<file path="config.mk">
export PLATFORM = sky130hd
export DESIGN_NAME = core_top
export DESIGN_NICKNAME = d
export VERILOG_FILES = /design/src/core_pkg.sv /design/src/control_fsm.sv /design/src/core_top.sv /design/src/execute_unit.sv /design/src/fetch_unit.sv /design/src/immediate_gen.sv /design/src/regfile.sv /design/src/result_unit.sv
export SDC_FILE = /design/constraint.sdc
export NUM_CORES = 2
export LEC_CHECK = 0
export BUFFER_PORTS_ARGS = -buffer_cell sky130_fd_sc_hd__buf_2
export CAP_MARGIN = 10
export CORE_MARGIN = 10
export CORE_UTILIZATION = 40
export CTS_BUF_LIST = sky130_fd_sc_hd__clkbuf_8 sky130_fd_sc_hd__clkbuf_16
export DETAILED_ROUTE_END_ITERATION = 7
export SLEW_MARGIN = 40
export SYNTH_ARGS = -nofsm -noshare
export SYNTH_HDL_FRONTEND = slang
export SYNTH_SLANG_ARGS = --single-unit
export TNS_END_PERCENT = 100
</file>
<file path="constraint.sdc">
create_clock -name clk_i -period 17.15 [get_ports clk_i]
set_input_delay 2.5725 -clock clk_i [delete_from_list [all_inputs] [get_ports clk_i]]
set_output_delay 2.5725 -clock clk_i [all_outputs]
set_load 0.005 [all_outputs]
</file>
<file path="src/core_pkg.sv">
`default_nettype none

package core_pkg;

	// ********************
	// base opcodes.
	// ********************
	localparam logic [6:0] OP_LUI    = 7'b0110111;
	localparam logic [6:0] OP_AUIPC  = 7'b0010111;
	localparam logic [6:0] OP_JAL    = 7'b1101111;
	localparam logic [6:0] OP_JALR   = 7'b1100111;
	localparam logic [6:0] OP_BRANCH = 7'b1100011;
	localparam logic [6:0] OP_LOAD   = 7'b0000011;
	localparam logic [6:0] OP_STORE  = 7'b0100011;
	localparam logic [6:0] OP_IMM    = 7'b0010011;
	localparam logic [6:0] OP_REG    = 7'b0110011;
	localparam logic [6:0] OP_SYSTEM = 7'b1110011;

	// ********************
	// datapath selects.
	// ********************
	typedef enum logic [3:0] {
		ALU_ADD, ALU_SUB, ALU_SLL, ALU_SLT, ALU_SLTU, ALU_XOR,
		ALU_SRL, ALU_SRA, ALU_OR, ALU_AND, ALU_PASS2
	} alu_op_t;

	typedef enum logic {ALU_IN1_REG, ALU_IN1_PC} alu_in1_sel_t;

	typedef enum logic {ALU_IN2_REG, ALU_IN2_IMM} alu_in2_sel_t;

	typedef enum logic [2:0] {
		CMP_EQ, CMP_NE, CMP_LT, CMP_GE, CMP_LTU, CMP_GEU
	} cmp_op_t;

	typedef enum logic [1:0] {NEXT_PC_PLUS4, NEXT_PC_ALU, NEXT_PC_CMP} next_pc_sel_t;

	typedef enum logic [1:0] {WB_ALU, WB_PC4, WB_LOAD} wb_sel_t;

	// encoded like funct3[1:0] of loads and stores.
	typedef enum logic [1:0] {MEM_BYTE = 2'b00, MEM_HALF = 2'b01, MEM_WORD = 2'b10} mem_size_t;

	// ********************
	// instruction formats.
	// ********************
	typedef union packed {
		struct packed {
			logic [6:0] funct7; logic [4:0] rs2; logic [4:0] rs1;
			logic [2:0] funct3; logic [4:0] rd; logic [6:0] opcode;
		} r;
		struct packed {
			logic [11:0] imm; logic [4:0] rs1;
			logic [2:0] funct3; logic [4:0] rd; logic [6:0] opcode;
		} i;
		struct packed {
			logic [6:0] imm11_5; logic [4:0] rs2; logic [4:0] rs1;
			logic [2:0] funct3; logic [4:0] imm4_0; logic [6:0] opcode;
		} s;
		struct packed {
			logic imm12; logic [5:0] imm10_5; logic [4:0] rs2; logic [4:0] rs1;
			logic [2:0] funct3; logic [3:0] imm4_1; logic imm11; logic [6:0] opcode;
		} b;
		struct packed {
			logic [19:0] imm31_12; logic [4:0] rd; logic [6:0] opcode;
		} u;
		struct packed {
			logic imm20; logic [9:0] imm10_1; logic imm11; logic [7:0] imm19_12;
			logic [4:0] rd; logic [6:0] opcode;
		} j;
	} instruction_t;

endpackage

`default_nettype wire

</file>
<file path="src/control_fsm.sv">
`timescale 1ns/1ps
`default_nettype none

module control_fsm (
	input  wire logic                   clk_i,
	input  wire logic                   reset_i,
	input  wire core_pkg::instruction_t instr_i,
	output logic                        imem_re_o,
	output logic                        ir_we_o,
	output logic                        pc_we_o,
	output logic                        regfile_we_o,
	output logic                        dmem_re_o,
	output logic                        dmem_we_o,
	output core_pkg::mem_size_t         mem_size_o,
	output logic                        load_unsigned_o,
	output core_pkg::next_pc_sel_t      next_pc_sel_o,
	output core_pkg::wb_sel_t           wb_sel_o,
	output core_pkg::alu_op_t           alu_op_o,
	output core_pkg::alu_in1_sel_t      alu_in1_sel_o,
	output core_pkg::alu_in2_sel_t      alu_in2_sel_o,
	output core_pkg::cmp_op_t           cmp_op_o,
	output logic                        halted_o,
	output logic                        trap_o
);
	localparam logic [2:0] S_FETCH   = 3'd0;
	localparam logic [2:0] S_DECODE  = 3'd1;
	localparam logic [2:0] S_EXECUTE = 3'd2;
	localparam logic [2:0] S_LOAD_WB = 3'd3;
	localparam logic [2:0] S_HALT    = 3'd4;

	logic [2:0] state;
	logic [2:0] state_next;
	logic legal;
	logic is_ebreak;
	logic is_load;
	logic is_store;
	logic writes_rd;

	function automatic core_pkg::alu_op_t alu_from_funct(input logic [2:0] f3, input logic alt);
		case (f3)
		3'b000:  return alt ? core_pkg::ALU_SUB : core_pkg::ALU_ADD;
		3'b001:  return core_pkg::ALU_SLL;
		3'b010:  return core_pkg::ALU_SLT;
		3'b011:  return core_pkg::ALU_SLTU;
		3'b100:  return core_pkg::ALU_XOR;
		3'b101:  return alt ? core_pkg::ALU_SRA : core_pkg::ALU_SRL;
		3'b110:  return core_pkg::ALU_OR;
		default: return core_pkg::ALU_AND;
		endcase
	endfunction

	// ********************
	// instruction decode.
	// ********************
	always_comb begin
		legal = 1'b1;
		is_ebreak = 1'b0;
		is_load = 1'b0;
		is_store = 1'b0;
		writes_rd = 1'b1;
		next_pc_sel_o = core_pkg::NEXT_PC_PLUS4;
		wb_sel_o = core_pkg::WB_ALU;
		alu_op_o = core_pkg::ALU_ADD;
		alu_in1_sel_o = core_pkg::ALU_IN1_REG;
		alu_in2_sel_o = core_pkg::ALU_IN2_IMM;
		case (instr_i.r.opcode)
		core_pkg::OP_LUI: alu_op_o = core_pkg::ALU_PASS2;
		core_pkg::OP_AUIPC: alu_in1_sel_o = core_pkg::ALU_IN1_PC;
		core_pkg::OP_JAL: begin
			alu_in1_sel_o = core_pkg::ALU_IN1_PC;
			next_pc_sel_o = core_pkg::NEXT_PC_ALU;
			wb_sel_o = core_pkg::WB_PC4;
		end
		core_pkg::OP_JALR: begin
			next_pc_sel_o = core_pkg::NEXT_PC_ALU;
			wb_sel_o = core_pkg::WB_PC4;
		end
		core_pkg::OP_BRANCH: begin
			// target is pc + imm, taken only if the compare holds.
			alu_in1_sel_o = core_pkg::ALU_IN1_PC;
			next_pc_sel_o = core_pkg::NEXT_PC_CMP;
			writes_rd = 1'b0;
			legal = instr_i.b.funct3[2:1] != 2'b01;
		end
		core_pkg::OP_LOAD: begin
			is_load = 1'b1;
			wb_sel_o = core_pkg::WB_LOAD;
			legal = instr_i.i.funct3 inside {3'b000, 3'b001, 3'b010, 3'b100, 3'b101};
		end
		core_pkg::OP_STORE: begin
			is_store = 1'b1;
			writes_rd = 1'b0;
			legal = instr_i.s.funct3 inside {3'b000, 3'b001, 3'b010};
		end
		core_pkg::OP_IMM: begin
			// only the shift-right immediate uses the funct7 bit.
			alu_op_o = alu_from_funct(instr_i.i.funct3,
				instr_i.i.funct3 == 3'b101 && instr_i.r.funct7[5]);
		end
		core_pkg::OP_REG: begin
			alu_in2_sel_o = core_pkg::ALU_IN2_REG;
			alu_op_o = alu_from_funct(instr_i.r.funct3, instr_i.r.funct7[5]);
		end
		core_pkg::OP_SYSTEM: begin
			// ebreak only, everything else in this space traps.
			writes_rd = 1'b0;
			is_ebreak = instr_i.i.imm == 12'h001;
			legal = is_ebreak;
		end
		default: begin
			writes_rd = 1'b0;
			legal = 1'b0;
		end
		endcase
	end

	always_comb begin
		case (instr_i.b.funct3)
		3'b001:  cmp_op_o = core_pkg::CMP_NE;
		3'b100:  cmp_op_o = core_pkg::CMP_LT;
		3'b101:  cmp_op_o = core_pkg::CMP_GE;
		3'b110:  cmp_op_o = core_pkg::CMP_LTU;
		3'b111:  cmp_op_o = core_pkg::CMP_GEU;
		default: cmp_op_o = core_pkg::CMP_EQ;
		endcase
		case (instr_i.i.funct3[1:0])
		2'b00:   mem_size_o = core_pkg::MEM_BYTE;
		2'b01:   mem_size_o = core_pkg::MEM_HALF;
		default: mem_size_o = core_pkg::MEM_WORD;
		endcase
		load_unsigned_o = instr_i.i.funct3[2];
	end

	// ********************
	// sequencer.
	// ********************
	always_comb begin
		imem_re_o = 1'b0;
		ir_we_o = 1'b0;
		pc_we_o = 1'b0;
		regfile_we_o = 1'b0;
		dmem_re_o = 1'b0;
		dmem_we_o = 1'b0;
		state_next = state;
		case (state)
		S_FETCH: begin
			imem_re_o = 1'b1;
			state_next = S_DECODE;
		end
		S_DECODE: begin
			ir_we_o = 1'b1;
			state_next = S_EXECUTE;
		end
		S_EXECUTE: begin
			if (is_ebreak || !legal) begin
				state_next = S_HALT;
			end else if (is_load) begin
				dmem_re_o = 1'b1;
				state_next = S_LOAD_WB;
			end else begin
				dmem_we_o = is_store;
				regfile_we_o = writes_rd;
				pc_we_o = 1'b1;
				state_next = S_FETCH;
			end
		end
		S_LOAD_WB: begin
			regfile_we_o = 1'b1;
			pc_we_o = 1'b1;
			state_next = S_FETCH;
		end
		default: state_next = S_HALT;
		endcase
	end

	always_ff @(posedge clk_i) begin
		if (reset_i) begin
			state <= S_FETCH;
			halted_o <= 1'b0;
			trap_o <= 1'b0;
		end else begin
			state <= state_next;
			if (state == S_EXECUTE && is_ebreak) begin
				halted_o <= 1'b1;
			end
			if (state == S_EXECUTE && !legal) begin
				trap_o <= 1'b1;
			end
		end
	end

	dmem_rw_exclusive: assert property (@(posedge clk_i) disable iff (reset_i)
		!(dmem_re_o && dmem_we_o))
		else $error("data read and write strobes together");

	// once stopped, the core stays quiet until reset.
	halt_quiet: assert property (@(posedge clk_i) disable iff (reset_i)
		(halted_o || trap_o) |-> !(imem_re_o || dmem_re_o || dmem_we_o
			|| regfile_we_o || pc_we_o))
		else $error("strobe fired while halted");
endmodule

`default_nettype wire

</file>
<file path="src/core_top.sv">
`timescale 1ns/1ps
`default_nettype none

module core_top #(
	parameter logic [31:0] RESET_PC = 32'h0001_0000
) (
	input  wire logic        clk_i,
	input  wire logic        reset_i,
	output logic             imem_re_o,
	output logic [31:0]      imem_addr_o,
	input  wire logic [31:0] imem_rdata_i,
	output logic             dmem_re_o,
	output logic             dmem_we_o,
	output logic [31:0]      dmem_addr_o,
	output logic [31:0]      dmem_wdata_o,
	output logic [3:0]       dmem_be_o,
	input  wire logic [31:0] dmem_rdata_i,
	output logic             halted_o,
	output logic             trap_o
);
	// fetch.
	core_pkg::instruction_t instr;
	logic [31:0] pc;
	logic [31:0] pc_plus4;

	// control.
	logic ctrl_ir_we;
	logic ctrl_pc_we;
	logic ctrl_regfile_we;
	logic ctrl_load_unsigned;
	core_pkg::mem_size_t ctrl_mem_size;
	core_pkg::next_pc_sel_t ctrl_next_pc_sel;
	core_pkg::wb_sel_t ctrl_wb_sel;
	core_pkg::alu_op_t ctrl_alu_op;
	core_pkg::alu_in1_sel_t ctrl_alu_in1_sel;
	core_pkg::alu_in2_sel_t ctrl_alu_in2_sel;
	core_pkg::cmp_op_t ctrl_cmp_op;

	// datapath.
	logic [31:0] imm;
	logic [31:0] rf_rout1;
	logic [31:0] rf_rout2;
	logic [31:0] rf_rin;
	logic [31:0] alu_out;
	logic cmp_res;

	assign imem_addr_o = pc;

	fetch_unit #(.RESET_PC(RESET_PC)) u_fetch_unit (
		.clk_i(clk_i), .reset_i(reset_i),
		.pc_we_i(ctrl_pc_we), .ir_we_i(ctrl_ir_we),
		.next_pc_sel_i(ctrl_next_pc_sel), .cmp_res_i(cmp_res),
		.alu_out_i(alu_out), .imem_rdata_i(imem_rdata_i),
		.pc_o(pc), .pc_plus4_o(pc_plus4), .instr_o(instr)
	);

	control_fsm u_control_fsm (
		.clk_i(clk_i), .reset_i(reset_i), .instr_i(instr),
		.imem_re_o(imem_re_o), .ir_we_o(ctrl_ir_we), .pc_we_o(ctrl_pc_we),
		.regfile_we_o(ctrl_regfile_we), .dmem_re_o(dmem_re_o), .dmem_we_o(dmem_we_o),
		.mem_size_o(ctrl_mem_size), .load_unsigned_o(ctrl_load_unsigned),
		.next_pc_sel_o(ctrl_next_pc_sel), .wb_sel_o(ctrl_wb_sel),
		.alu_op_o(ctrl_alu_op), .alu_in1_sel_o(ctrl_alu_in1_sel),
		.alu_in2_sel_o(ctrl_alu_in2_sel), .cmp_op_o(ctrl_cmp_op),
		.halted_o(halted_o), .trap_o(trap_o)
	);

	immediate_gen u_immediate_gen (.instr_i(instr), .imm_o(imm));

	regfile u_regfile (
		.clk_i(clk_i),
		.rs1_i(instr.r.rs1), .rs2_i(instr.r.rs2), .rd_i(instr.r.rd),
		.rin_i(rf_rin), .we_i(ctrl_regfile_we),
		.rout1_o(rf_rout1), .rout2_o(rf_rout2)
	);

	execute_unit u_execute_unit (
		.alu_op_i(ctrl_alu_op), .alu_in1_sel_i(ctrl_alu_in1_sel),
		.alu_in2_sel_i(ctrl_alu_in2_sel), .cmp_op_i(ctrl_cmp_op),
		.mem_size_i(ctrl_mem_size), .pc_i(pc),
		.rs1_data_i(rf_rout1), .rs2_data_i(rf_rout2), .imm_i(imm),
		.alu_out_o(alu_out), .cmp_res_o(cmp_res), .dmem_addr_o(dmem_addr_o),
		.dmem_wdata_o(dmem_wdata_o), .dmem_be_o(dmem_be_o)
	);

	result_unit u_result_unit (
		.wb_sel_i(ctrl_wb_sel), .mem_size_i(ctrl_mem_size),
		.load_unsigned_i(ctrl_load_unsigned), .addr_low_i(alu_out[1:0]),
		.alu_out_i(alu_out), .pc_plus4_i(pc_plus4), .dmem_rdata_i(dmem_rdata_i),
		.rin_o(rf_rin)
	);
endmodule

`default_nettype wire

</file>
<file path="src/execute_unit.sv">
`timescale 1ns/1ps
`default_nettype none

module execute_unit (
	input  wire core_pkg::alu_op_t      alu_op_i,
	input  wire core_pkg::alu_in1_sel_t alu_in1_sel_i,
	input  wire core_pkg::alu_in2_sel_t alu_in2_sel_i,
	input  wire core_pkg::cmp_op_t      cmp_op_i,
	input  wire core_pkg::mem_size_t    mem_size_i,
	input  wire logic [31:0]            pc_i,
	input  wire logic [31:0]            rs1_data_i,
	input  wire logic [31:0]            rs2_data_i,
	input  wire logic [31:0]            imm_i,
	output logic [31:0]                 alu_out_o,
	output logic                        cmp_res_o,
	output logic [31:0]                 dmem_addr_o,
	output logic [31:0]                 dmem_wdata_o,
	output logic [3:0]                  dmem_be_o
);
	logic [31:0] in1;
	logic [31:0] in2;

	assign in1 = (alu_in1_sel_i == core_pkg::ALU_IN1_PC) ? pc_i : rs1_data_i;
	assign in2 = (alu_in2_sel_i == core_pkg::ALU_IN2_IMM) ? imm_i : rs2_data_i;

	// ********************
	// alu.
	// ********************
	always_comb begin
		case (alu_op_i)
		core_pkg::ALU_SUB:   alu_out_o = in1 - in2;
		core_pkg::ALU_SLL:   alu_out_o = in1 << in2[4:0];
		core_pkg::ALU_SLT:   alu_out_o = {31'd0, $signed(in1) < $signed(in2)};
		core_pkg::ALU_SLTU:  alu_out_o = {31'd0, in1 < in2};
		core_pkg::ALU_XOR:   alu_out_o = in1 ^ in2;
		core_pkg::ALU_SRL:   alu_out_o = in1 >> in2[4:0];
		core_pkg::ALU_SRA:   alu_out_o = $unsigned($signed(in1) >>> in2[4:0]);
		core_pkg::ALU_OR:    alu_out_o = in1 | in2;
		core_pkg::ALU_AND:   alu_out_o = in1 & in2;
		core_pkg::ALU_PASS2: alu_out_o = in2;
		default:             alu_out_o = in1 + in2;
		endcase
	end

	// branch compare always works on the two register operands.
	always_comb begin
		case (cmp_op_i)
		core_pkg::CMP_NE:  cmp_res_o = rs1_data_i != rs2_data_i;
		core_pkg::CMP_LT:  cmp_res_o = $signed(rs1_data_i) < $signed(rs2_data_i);
		core_pkg::CMP_GE:  cmp_res_o = $signed(rs1_data_i) >= $signed(rs2_data_i);
		core_pkg::CMP_LTU: cmp_res_o = rs1_data_i < rs2_data_i;
		core_pkg::CMP_GEU: cmp_res_o = rs1_data_i >= rs2_data_i;
		default:           cmp_res_o = rs1_data_i == rs2_data_i;
		endcase
	end

	// ********************
	// store lanes.
	// ********************
	assign dmem_addr_o = {alu_out_o[31:2], 2'b00};

	always_comb begin
		case (mem_size_i)
		core_pkg::MEM_BYTE: begin
			dmem_wdata_o = {4{rs2_data_i[7:0]}};
			dmem_be_o = 4'b0001 << alu_out_o[1:0];
		end
		core_pkg::MEM_HALF: begin
			dmem_wdata_o = {2{rs2_data_i[15:0]}};
			dmem_be_o = 4'b0011 << {alu_out_o[1], 1'b0};
		end
		default: begin
			dmem_wdata_o = rs2_data_i;
			dmem_be_o = 4'b1111;
		end
		endcase
	end
endmodule

`default_nettype wire

</file>
<file path="src/fetch_unit.sv">
`timescale 1ns/1ps
`default_nettype none

module fetch_unit #(
	parameter logic [31:0] RESET_PC = 32'h0001_0000
) (
	input  wire logic                   clk_i,
	input  wire logic                   reset_i,
	input  wire logic                   pc_we_i,
	input  wire logic                   ir_we_i,
	input  wire core_pkg::next_pc_sel_t next_pc_sel_i,
	input  wire logic                   cmp_res_i,
	input  wire logic [31:0]            alu_out_i,
	input  wire logic [31:0]            imem_rdata_i,
	output logic [31:0]                 pc_o,
	output logic [31:0]                 pc_plus4_o,
	output core_pkg::instruction_t      instr_o
);
	logic [31:0] pc;
	logic [31:0] next_pc;
	core_pkg::instruction_t ir;

	assign pc_o = pc;
	assign pc_plus4_o = pc + 32'd4;
	assign instr_o = ir;

	always_comb begin
		case (next_pc_sel_i)
		// jalr clears bit 0 of the target.
		core_pkg::NEXT_PC_ALU: next_pc = {alu_out_i[31:1], 1'b0};
		core_pkg::NEXT_PC_CMP: next_pc = cmp_res_i ? alu_out_i : pc_plus4_o;
		default:               next_pc = pc_plus4_o;
		endcase
	end

	always_ff @(posedge clk_i) begin
		if (reset_i) begin
			pc <= RESET_PC;
			ir <= '0;
		end else begin
			if (pc_we_i) begin
				pc <= next_pc;
			end
			if (ir_we_i) begin
				ir <= imem_rdata_i;
			end
		end
	end

	pc_aligned: assert property (@(posedge clk_i) disable iff (reset_i)
		pc_we_i |=> (pc[1:0] == 2'b00))
		else $error("pc left word alignment: %h", pc);
endmodule

`default_nettype wire

</file>
<file path="src/immediate_gen.sv">
`timescale 1ns/1ps
`default_nettype none

module immediate_gen (
	input  wire core_pkg::instruction_t instr_i,
	output logic [31:0]                 imm_o
);
	always_comb begin
		case (instr_i.r.opcode)
		core_pkg::OP_LUI, core_pkg::OP_AUIPC: begin
			imm_o = {instr_i.u.imm31_12, 12'b0};
		end
		core_pkg::OP_JAL: begin
			imm_o = {{12{instr_i.j.imm20}}, instr_i.j.imm19_12, instr_i.j.imm11,
				instr_i.j.imm10_1, 1'b0};
		end
		core_pkg::OP_BRANCH: begin
			imm_o = {{20{instr_i.b.imm12}}, instr_i.b.imm11, instr_i.b.imm10_5,
				instr_i.b.imm4_1, 1'b0};
		end
		core_pkg::OP_STORE: begin
			imm_o = {{20{instr_i.s.imm11_5[6]}}, instr_i.s.imm11_5, instr_i.s.imm4_0};
		end
		// jalr, loads, alu immediates and system.
		default: begin
			imm_o = {{20{instr_i.i.imm[11]}}, instr_i.i.imm};
		end
		endcase
	end
endmodule

`default_nettype wire

</file>
<file path="src/regfile.sv">
`timescale 1ns/1ps
`default_nettype none

module regfile (
	input  wire logic        clk_i,
	input  wire logic [4:0]  rs1_i,
	input  wire logic [4:0]  rs2_i,
	input  wire logic [4:0]  rd_i,
	input  wire logic [31:0] rin_i,
	input  wire logic        we_i,
	output logic [31:0]      rout1_o,
	output logic [31:0]      rout2_o
);
	logic [31:0] regs [32];

	// x0 reads as zero whatever the array holds.
	assign rout1_o = (rs1_i == 5'd0) ? 32'd0 : regs[rs1_i];
	assign rout2_o = (rs2_i == 5'd0) ? 32'd0 : regs[rs2_i];

	always_ff @(posedge clk_i) begin
		if (we_i && rd_i != 5'd0) begin
			regs[rd_i] <= rin_i;
		end
	end
endmodule

`default_nettype wire

</file>
<file path="src/result_unit.sv">
`timescale 1ns/1ps
`default_nettype none

module result_unit (
	input  wire core_pkg::wb_sel_t   wb_sel_i,
	input  wire core_pkg::mem_size_t mem_size_i,
	input  wire logic                load_unsigned_i,
	input  wire logic [1:0]          addr_low_i,
	input  wire logic [31:0]         alu_out_i,
	input  wire logic [31:0]         pc_plus4_i,
	input  wire logic [31:0]         dmem_rdata_i,
	output logic [31:0]              rin_o
);
	logic [31:0] shifted;
	logic [31:0] load_data;
	logic sign_fill;

	// bring the addressed lane down to bit 0.
	assign shifted = dmem_rdata_i >> {addr_low_i, 3'b000};

	always_comb begin
		sign_fill = 1'b0;
		case (mem_size_i)
		core_pkg::MEM_BYTE: begin
			sign_fill = shifted[7] & ~load_unsigned_i;
			load_data = {{24{sign_fill}}, shifted[7:0]};
		end
		core_pkg::MEM_HALF: begin
			sign_fill = shifted[15] & ~load_unsigned_i;
			load_data = {{16{sign_fill}}, shifted[15:0]};
		end
		default: load_data = dmem_rdata_i;
		endcase
	end

	always_comb begin
		case (wb_sel_i)
		core_pkg::WB_PC4:  rin_o = pc_plus4_i;
		core_pkg::WB_LOAD: rin_o = load_data;
		default:           rin_o = alu_out_i;
		endcase
	end
endmodule

`default_nettype wire

</file>
== Word-level counts from Yosys, hierarchy flattened ==
Memories as Yosys holds them, arrays and structs flattened. A register that Yosys moved wholly into a read port is not among the register bits.
Index checks and enable logic that the tools add are counted.

* Order comparisons: 6
* Equal/unequal tests: 45
* Muxes and demuxes: 53
* Reduce and logical (&&, ||, !) cells: 20
* Shift-type cells: 6
* Bitwise operators: 6
* $add $sub $neg: 3

{| class="wikitable"
|+ Operators by type and width
! operator !! count
|-
| $pmux W32 S10 || 1
|-
| $pmux W32 S2 || 4
|-
| $mux W32 || 5
|-
| $lt A32 B32 Y1 || 4
|-
| $pmux W31 S4 || 1
|-
| $ge A32 B32 Y1 || 2
|-
| $pmux W4 S7 || 2
|-
| $add A32 B3 Y32 const B || 1
|-
| $add A32 B32 Y32 || 1
|-
| $and A32 B32 Y32 || 1
|-
| $eq A32 B32 Y1 || 1
|-
| $ne A32 B32 Y1 || 1
|-
| $or A32 B32 Y32 || 1
|-
| $shl A32 B5 Y32 || 1
|-
| $shr A32 B5 Y16 || 1
|-
| $shr A32 B5 Y32 || 1
|-
| $sshr A32 B5 Y32 || 1
|-
| $sub A32 B32 Y32 || 1
|-
| $xor A32 B32 Y32 || 1
|-
| $eq A7 B7 Y1 const B || 4
|-
| $mux W1 || 23
|-
| $eq A7 B6 Y1 const B || 3
|-
| $mux W5 || 4
|-
| $eq A3 B2 Y1 const B || 6
|-
| 37 further kinds || 68
|}

* Flip-flop bits (word level): 69
* Word-level logic and storage cells: 145
* Memories kept: 1
* Memory bits (writable): 1024

{| class="wikitable"
|+ Memories
! name !! depth !! width !! read ports !! clocked after Yosys merged registers in !! write ports !! line !! text
|-
| u_regfile.regs || 32 || 32 || 2 || 2 || 1 || regfile.sv:14 || <nowiki>logic [31:0] regs [32];</nowiki>
|}

== Logic depth before layout (Yosys ltp) ==
* Word-level depth: 11
* Gate-level depth with buffers: 34
* Gate-level depth less buffers: 24

== By module ==
Synthesis repeated with hierarchy kept, for this count alone.

* Cell total of the unflattened synthesis: 5043
* Area, all modules: 65467.8 µm²

{| class="wikitable"
|+ Modules (own cells, without submodules)
! module !! instances !! sequential area each (µm²) !! cells an instance !! area an instance (µm²)
|-
| regfile || 1 || 30749.5 || 2564 || 47904.7
|-
| execute_unit || 1 || 0.0 || 1719 || 11606.1
|-
| fetch_unit || 1 || 1281.2 || 413 || 3552.2
|-
| result_unit || 1 || 0.0 || 209 || 1457.6
|-
| control_fsm || 1 || 100.1 || 74 || 534.3
|-
| immediate_gen || 1 || 0.0 || 64 || 412.9
|}

== Worst setup path after synthesis ==
Ideal clock, no wire load.

* Path type: register -> output
* From: register with a tool-made name
* To: output port dmem_addr_o[30]
* Slack: 7.723 ns
* Arrival time: 6.855 ns
* Buffers on the path: 11
* Cell stages (with the launch flop): 29
* Cells stage by stage: dfxtp_1 -> buf_6 -> buf_6 -> buf_6 -> buf_6 -> buf_6 -> buf_4 -> buf_4 -> buf_4 -> buf_2 -> buf_1 -> mux4_2 -> mux4_2 -> nand2_1 -> nand2_1 -> nand2_1 -> o21a_1 -> ha_1 -> clkbuf_1 -> or3_1 -> a211oi_1 -> nor4_1 -> o21ai_0 -> a2111oi_0 -> nor4b_1 -> o221ai_1 -> o31ai_1 -> nor3_1 -> nor3_1

{| class="wikitable"
|+ RTL lines
! what !! line !! text
|-
| end, declared || core_top.sv:14 || <nowiki>output logic [31:0] dmem_addr_o,</nowiki>
|}

==> results.cfg <==
[clock_network]
cts-htree-levels = 3
cts_setup_buffers = 0
clockBufferDepth = 3
cts_sinks = 1103
clk_latency_ps = 750
clock-root-buffer = clkbuf_16
ctsResizeCount = 0
cts_tree = done
cts-buffers-inserted = 112
cts_hold_buf = 0
clk_pin_slew_worst_paths_ps = 60

[floorplanning]
die_y_um = 421.2
start_util = 0.4018
die_area_um2 = 177400
pin_count = 171
row_count = 147
die_w_um = 421.2
core_um2 = 160200

[global_routing]
grt_max_degree = 108
grt_pass1_wl_mm = 397.8
overflow = 0
track_usage = 0.3154
grt_pass1_vias = 48647
grt_antenna_before_repair = 16

[logic_synthesis]
seq_area_frac_synth = 0.5022
yosysTopAreaCell = edfxtp_1
netlist.area_leader.share = 0.4777
ys_types = 112
synth_ff_type = edfxtp_1
synth_edf_count = 1024
syn_area_um2 = 64370
ys_ff_latch = 1103
netlist_instances = 4997
syn_area_per_cell_um2 = 12.88
yosys_warnings = 0
synthArstFlopShare = 0
synth_most_common_cell = edfxtp_1
synthTopCellsByArea = edfxtp_1, mux4_2, mux2i_1, ha_1, dfxtp_1
synthTopCellsByCount = edfxtp_1, mux4_2, nand2_1

[timing]
fmax_mhz = 82.86
hold_viol_final = 0
rsz0062_at_grt = false
period_minus_slack_ps = 12070
finalCritPeriodShare = 0.7037
final.setup.tns_ps = 0
setup_slack_ps = 5081
fin_skew_ps = 48.92
slew_headroom = 0.3258
tightest_slew_ps = 1007
slew_violations = 0
setup_violations = 0

[routing]
dr.pass1.iters = 8
wire_per_inst_um = 39.16
drt_wl_total_mm = 290.8
ant_nets = 0
initialDrtViolationCount = 7285
num_vias = 50775
remaining_drc_errors = 0
vias_per_cell = 6.837

[placed_design]
place_hpwl_mm = 197.3
routabilityCongestion = 1.086
place_ws_ps = 6251
port_buffers = 168

[setup_path]
reg2reg_depth = 24
crit_required_ps = 14580
cp.arrival_ps = 9500
cp-end-kind = output port
r2r_end = u_regfile.regs[30][17]
worstSetupPathType = reg2out
reg2reg_slack_ps = 7300
worstPathMaxFanout = 88
setup.worst_path.start_class = flop

[status]
status = finished, final reports clean

[pwr]
p_per_area_nw_per_um2 = 146.7
ir_drop_v = 0.00008899
p_leak_nw = 23.91

[worst_hold_path]
min_to = u_control_fsm.trap_o
min_from = u_control_fsm.trap_o
hp-class = reg2reg
hold_depth = 2

[final_layout]
area_growth_pct = 12.60
drive_above_1_share = 0.2326
finalNetCount = 5364

[flow_run]
maxCapViolCount = 0
-- placed cells by master, fill, tap and decap left out, drive strengths merged, types with 34 or more instances in the layout --
| master | count |
|---|---|
| edfxtp | 1024 |
| mux4 | 443 |
| buf | 395 |
| nand2 | 383 |
| nor2 | 330 |
| mux2i | 318 |
| a21oi | 257 |
| o21ai | 220 |
| a22oi | 184 |
| inv | 161 |
| ha | 134 |
| nand3 | 133 |
| clkbuf | 112 |
| dfxtp | 79 |
| nor3 | 76 |
| a211oi | 70 |
| o211ai | 52 |
| a221oi | 52 |
| a21o | 51 |
| o22ai | 49 |
| clkinv | 47 |
| xnor2 | 35 |
| nand4 | 34 |
| conb | 34 |
-- worst max-delay path by stage --
stage,startpoint,cells after the start,end
finish,flop,24,dmem_addr_o[30]
CTS,flop,23,dmem_addr_o[31]
floorplan,flop,28,dmem_addr_o[30]
global placement,flop,24,dmem_addr_o[30]
detailed placement,flop,23,dmem_addr_o[31]
global route,flop,24,dmem_addr_o[30]
-- critical path, stage by stage (launching register included) --
cell and delay [ps]:
dfxtp_4 710, buf_12 550, buf_4 630, nor2b_2 510, buf_4 280, a22oi_1 110, nand3_1 110, nand4_1 330
mux2i_1 750, inv_1 160, ha_1 410, inv_1 130, o21ai_0 240, a211oi_1 530, nor4_1 140, o21ai_0 470
a2111oi_0 210, buf_4 210, nor4b_4 710, o221ai_1 320, o31ai_1 360, nor3_1 80, nor3_1 250, buf_4 200
buf_2 120
-- layer usage --
metal	GRT usage	vias up	part of all wire
li1	-	20350	-
met4	0.2433	10	0.097
met5	0	-	0.00026
met3	0.08092	980	0.10
met1	0.3712	25741	0.35
met2	0.4935	3694	0.45
-- cell type report --
cell class	count	area [um^2]
diodes	14	35.03
well taps	2160	2703
clock inverters	93	927.1
inverters	139	524.3
clock buffers	112	2803
flip-flops and latches	1103	32360
fillers	14340	87720
multi-input cells	3411	30380
repair buffers	395	2751
-- cell families (layout without fill, tap and decap cells) --
family                   Yosys count  in the layout  share of synthesized area
XOR/XNOR                          49             49                   0.006667
buffers and inverters            516            739                    0.03792
adder cells (fa/ha/maj)          136            136                    0.02667
AO/OA/AOI/OAI                   1244           1244                     0.1341
AND/OR/NAND/NOR                 1164           1164                    0.08383
flip-flops                      1103           1103                     0.5022
other                              1             48                 0.00005825
multiplexers                     784            784                     0.2085
-- per-stage QoR --
stage                     hold slack [ps]  cells  instance area (um^2)  power (mW)  utilization
after floorplan                     458.3   5030                 64500       6.014            -
after global placement              455.4   7192                 68240       7.921       0.4260
after detailed placement            457.6   7206                 68650       7.957       0.4285
after CTS                           474.4   7411                 72380       10.44       0.4518
after global routing                509.8   7414                 72450       10.91       0.4522
final                               474.9   7427                 72480       10.64       0.4524
-- state kept, by name, indices dropped and copies added (netlist names), named ones only --
signal,flops
u_control_fsm.halted_o,1
u_control_fsm.state,3
u_control_fsm.trap_o,1
u_fetch_unit.instr_o,32
u_fetch_unit.pc_o,32
u_regfile.regs,1024
-- report_power, final --
part | total, mW | internal (mW) | leakage (nW) | switching, mW
logic | 4.57 | 1.36 | 12.0 | 3.21
registers | 3.55 | 3.47 | 10.0 | 0.0822
clock network | 2.51 | 1.43 | 1.87 | 1.08
No activity file was read; power rests on OpenSTA's default activity.
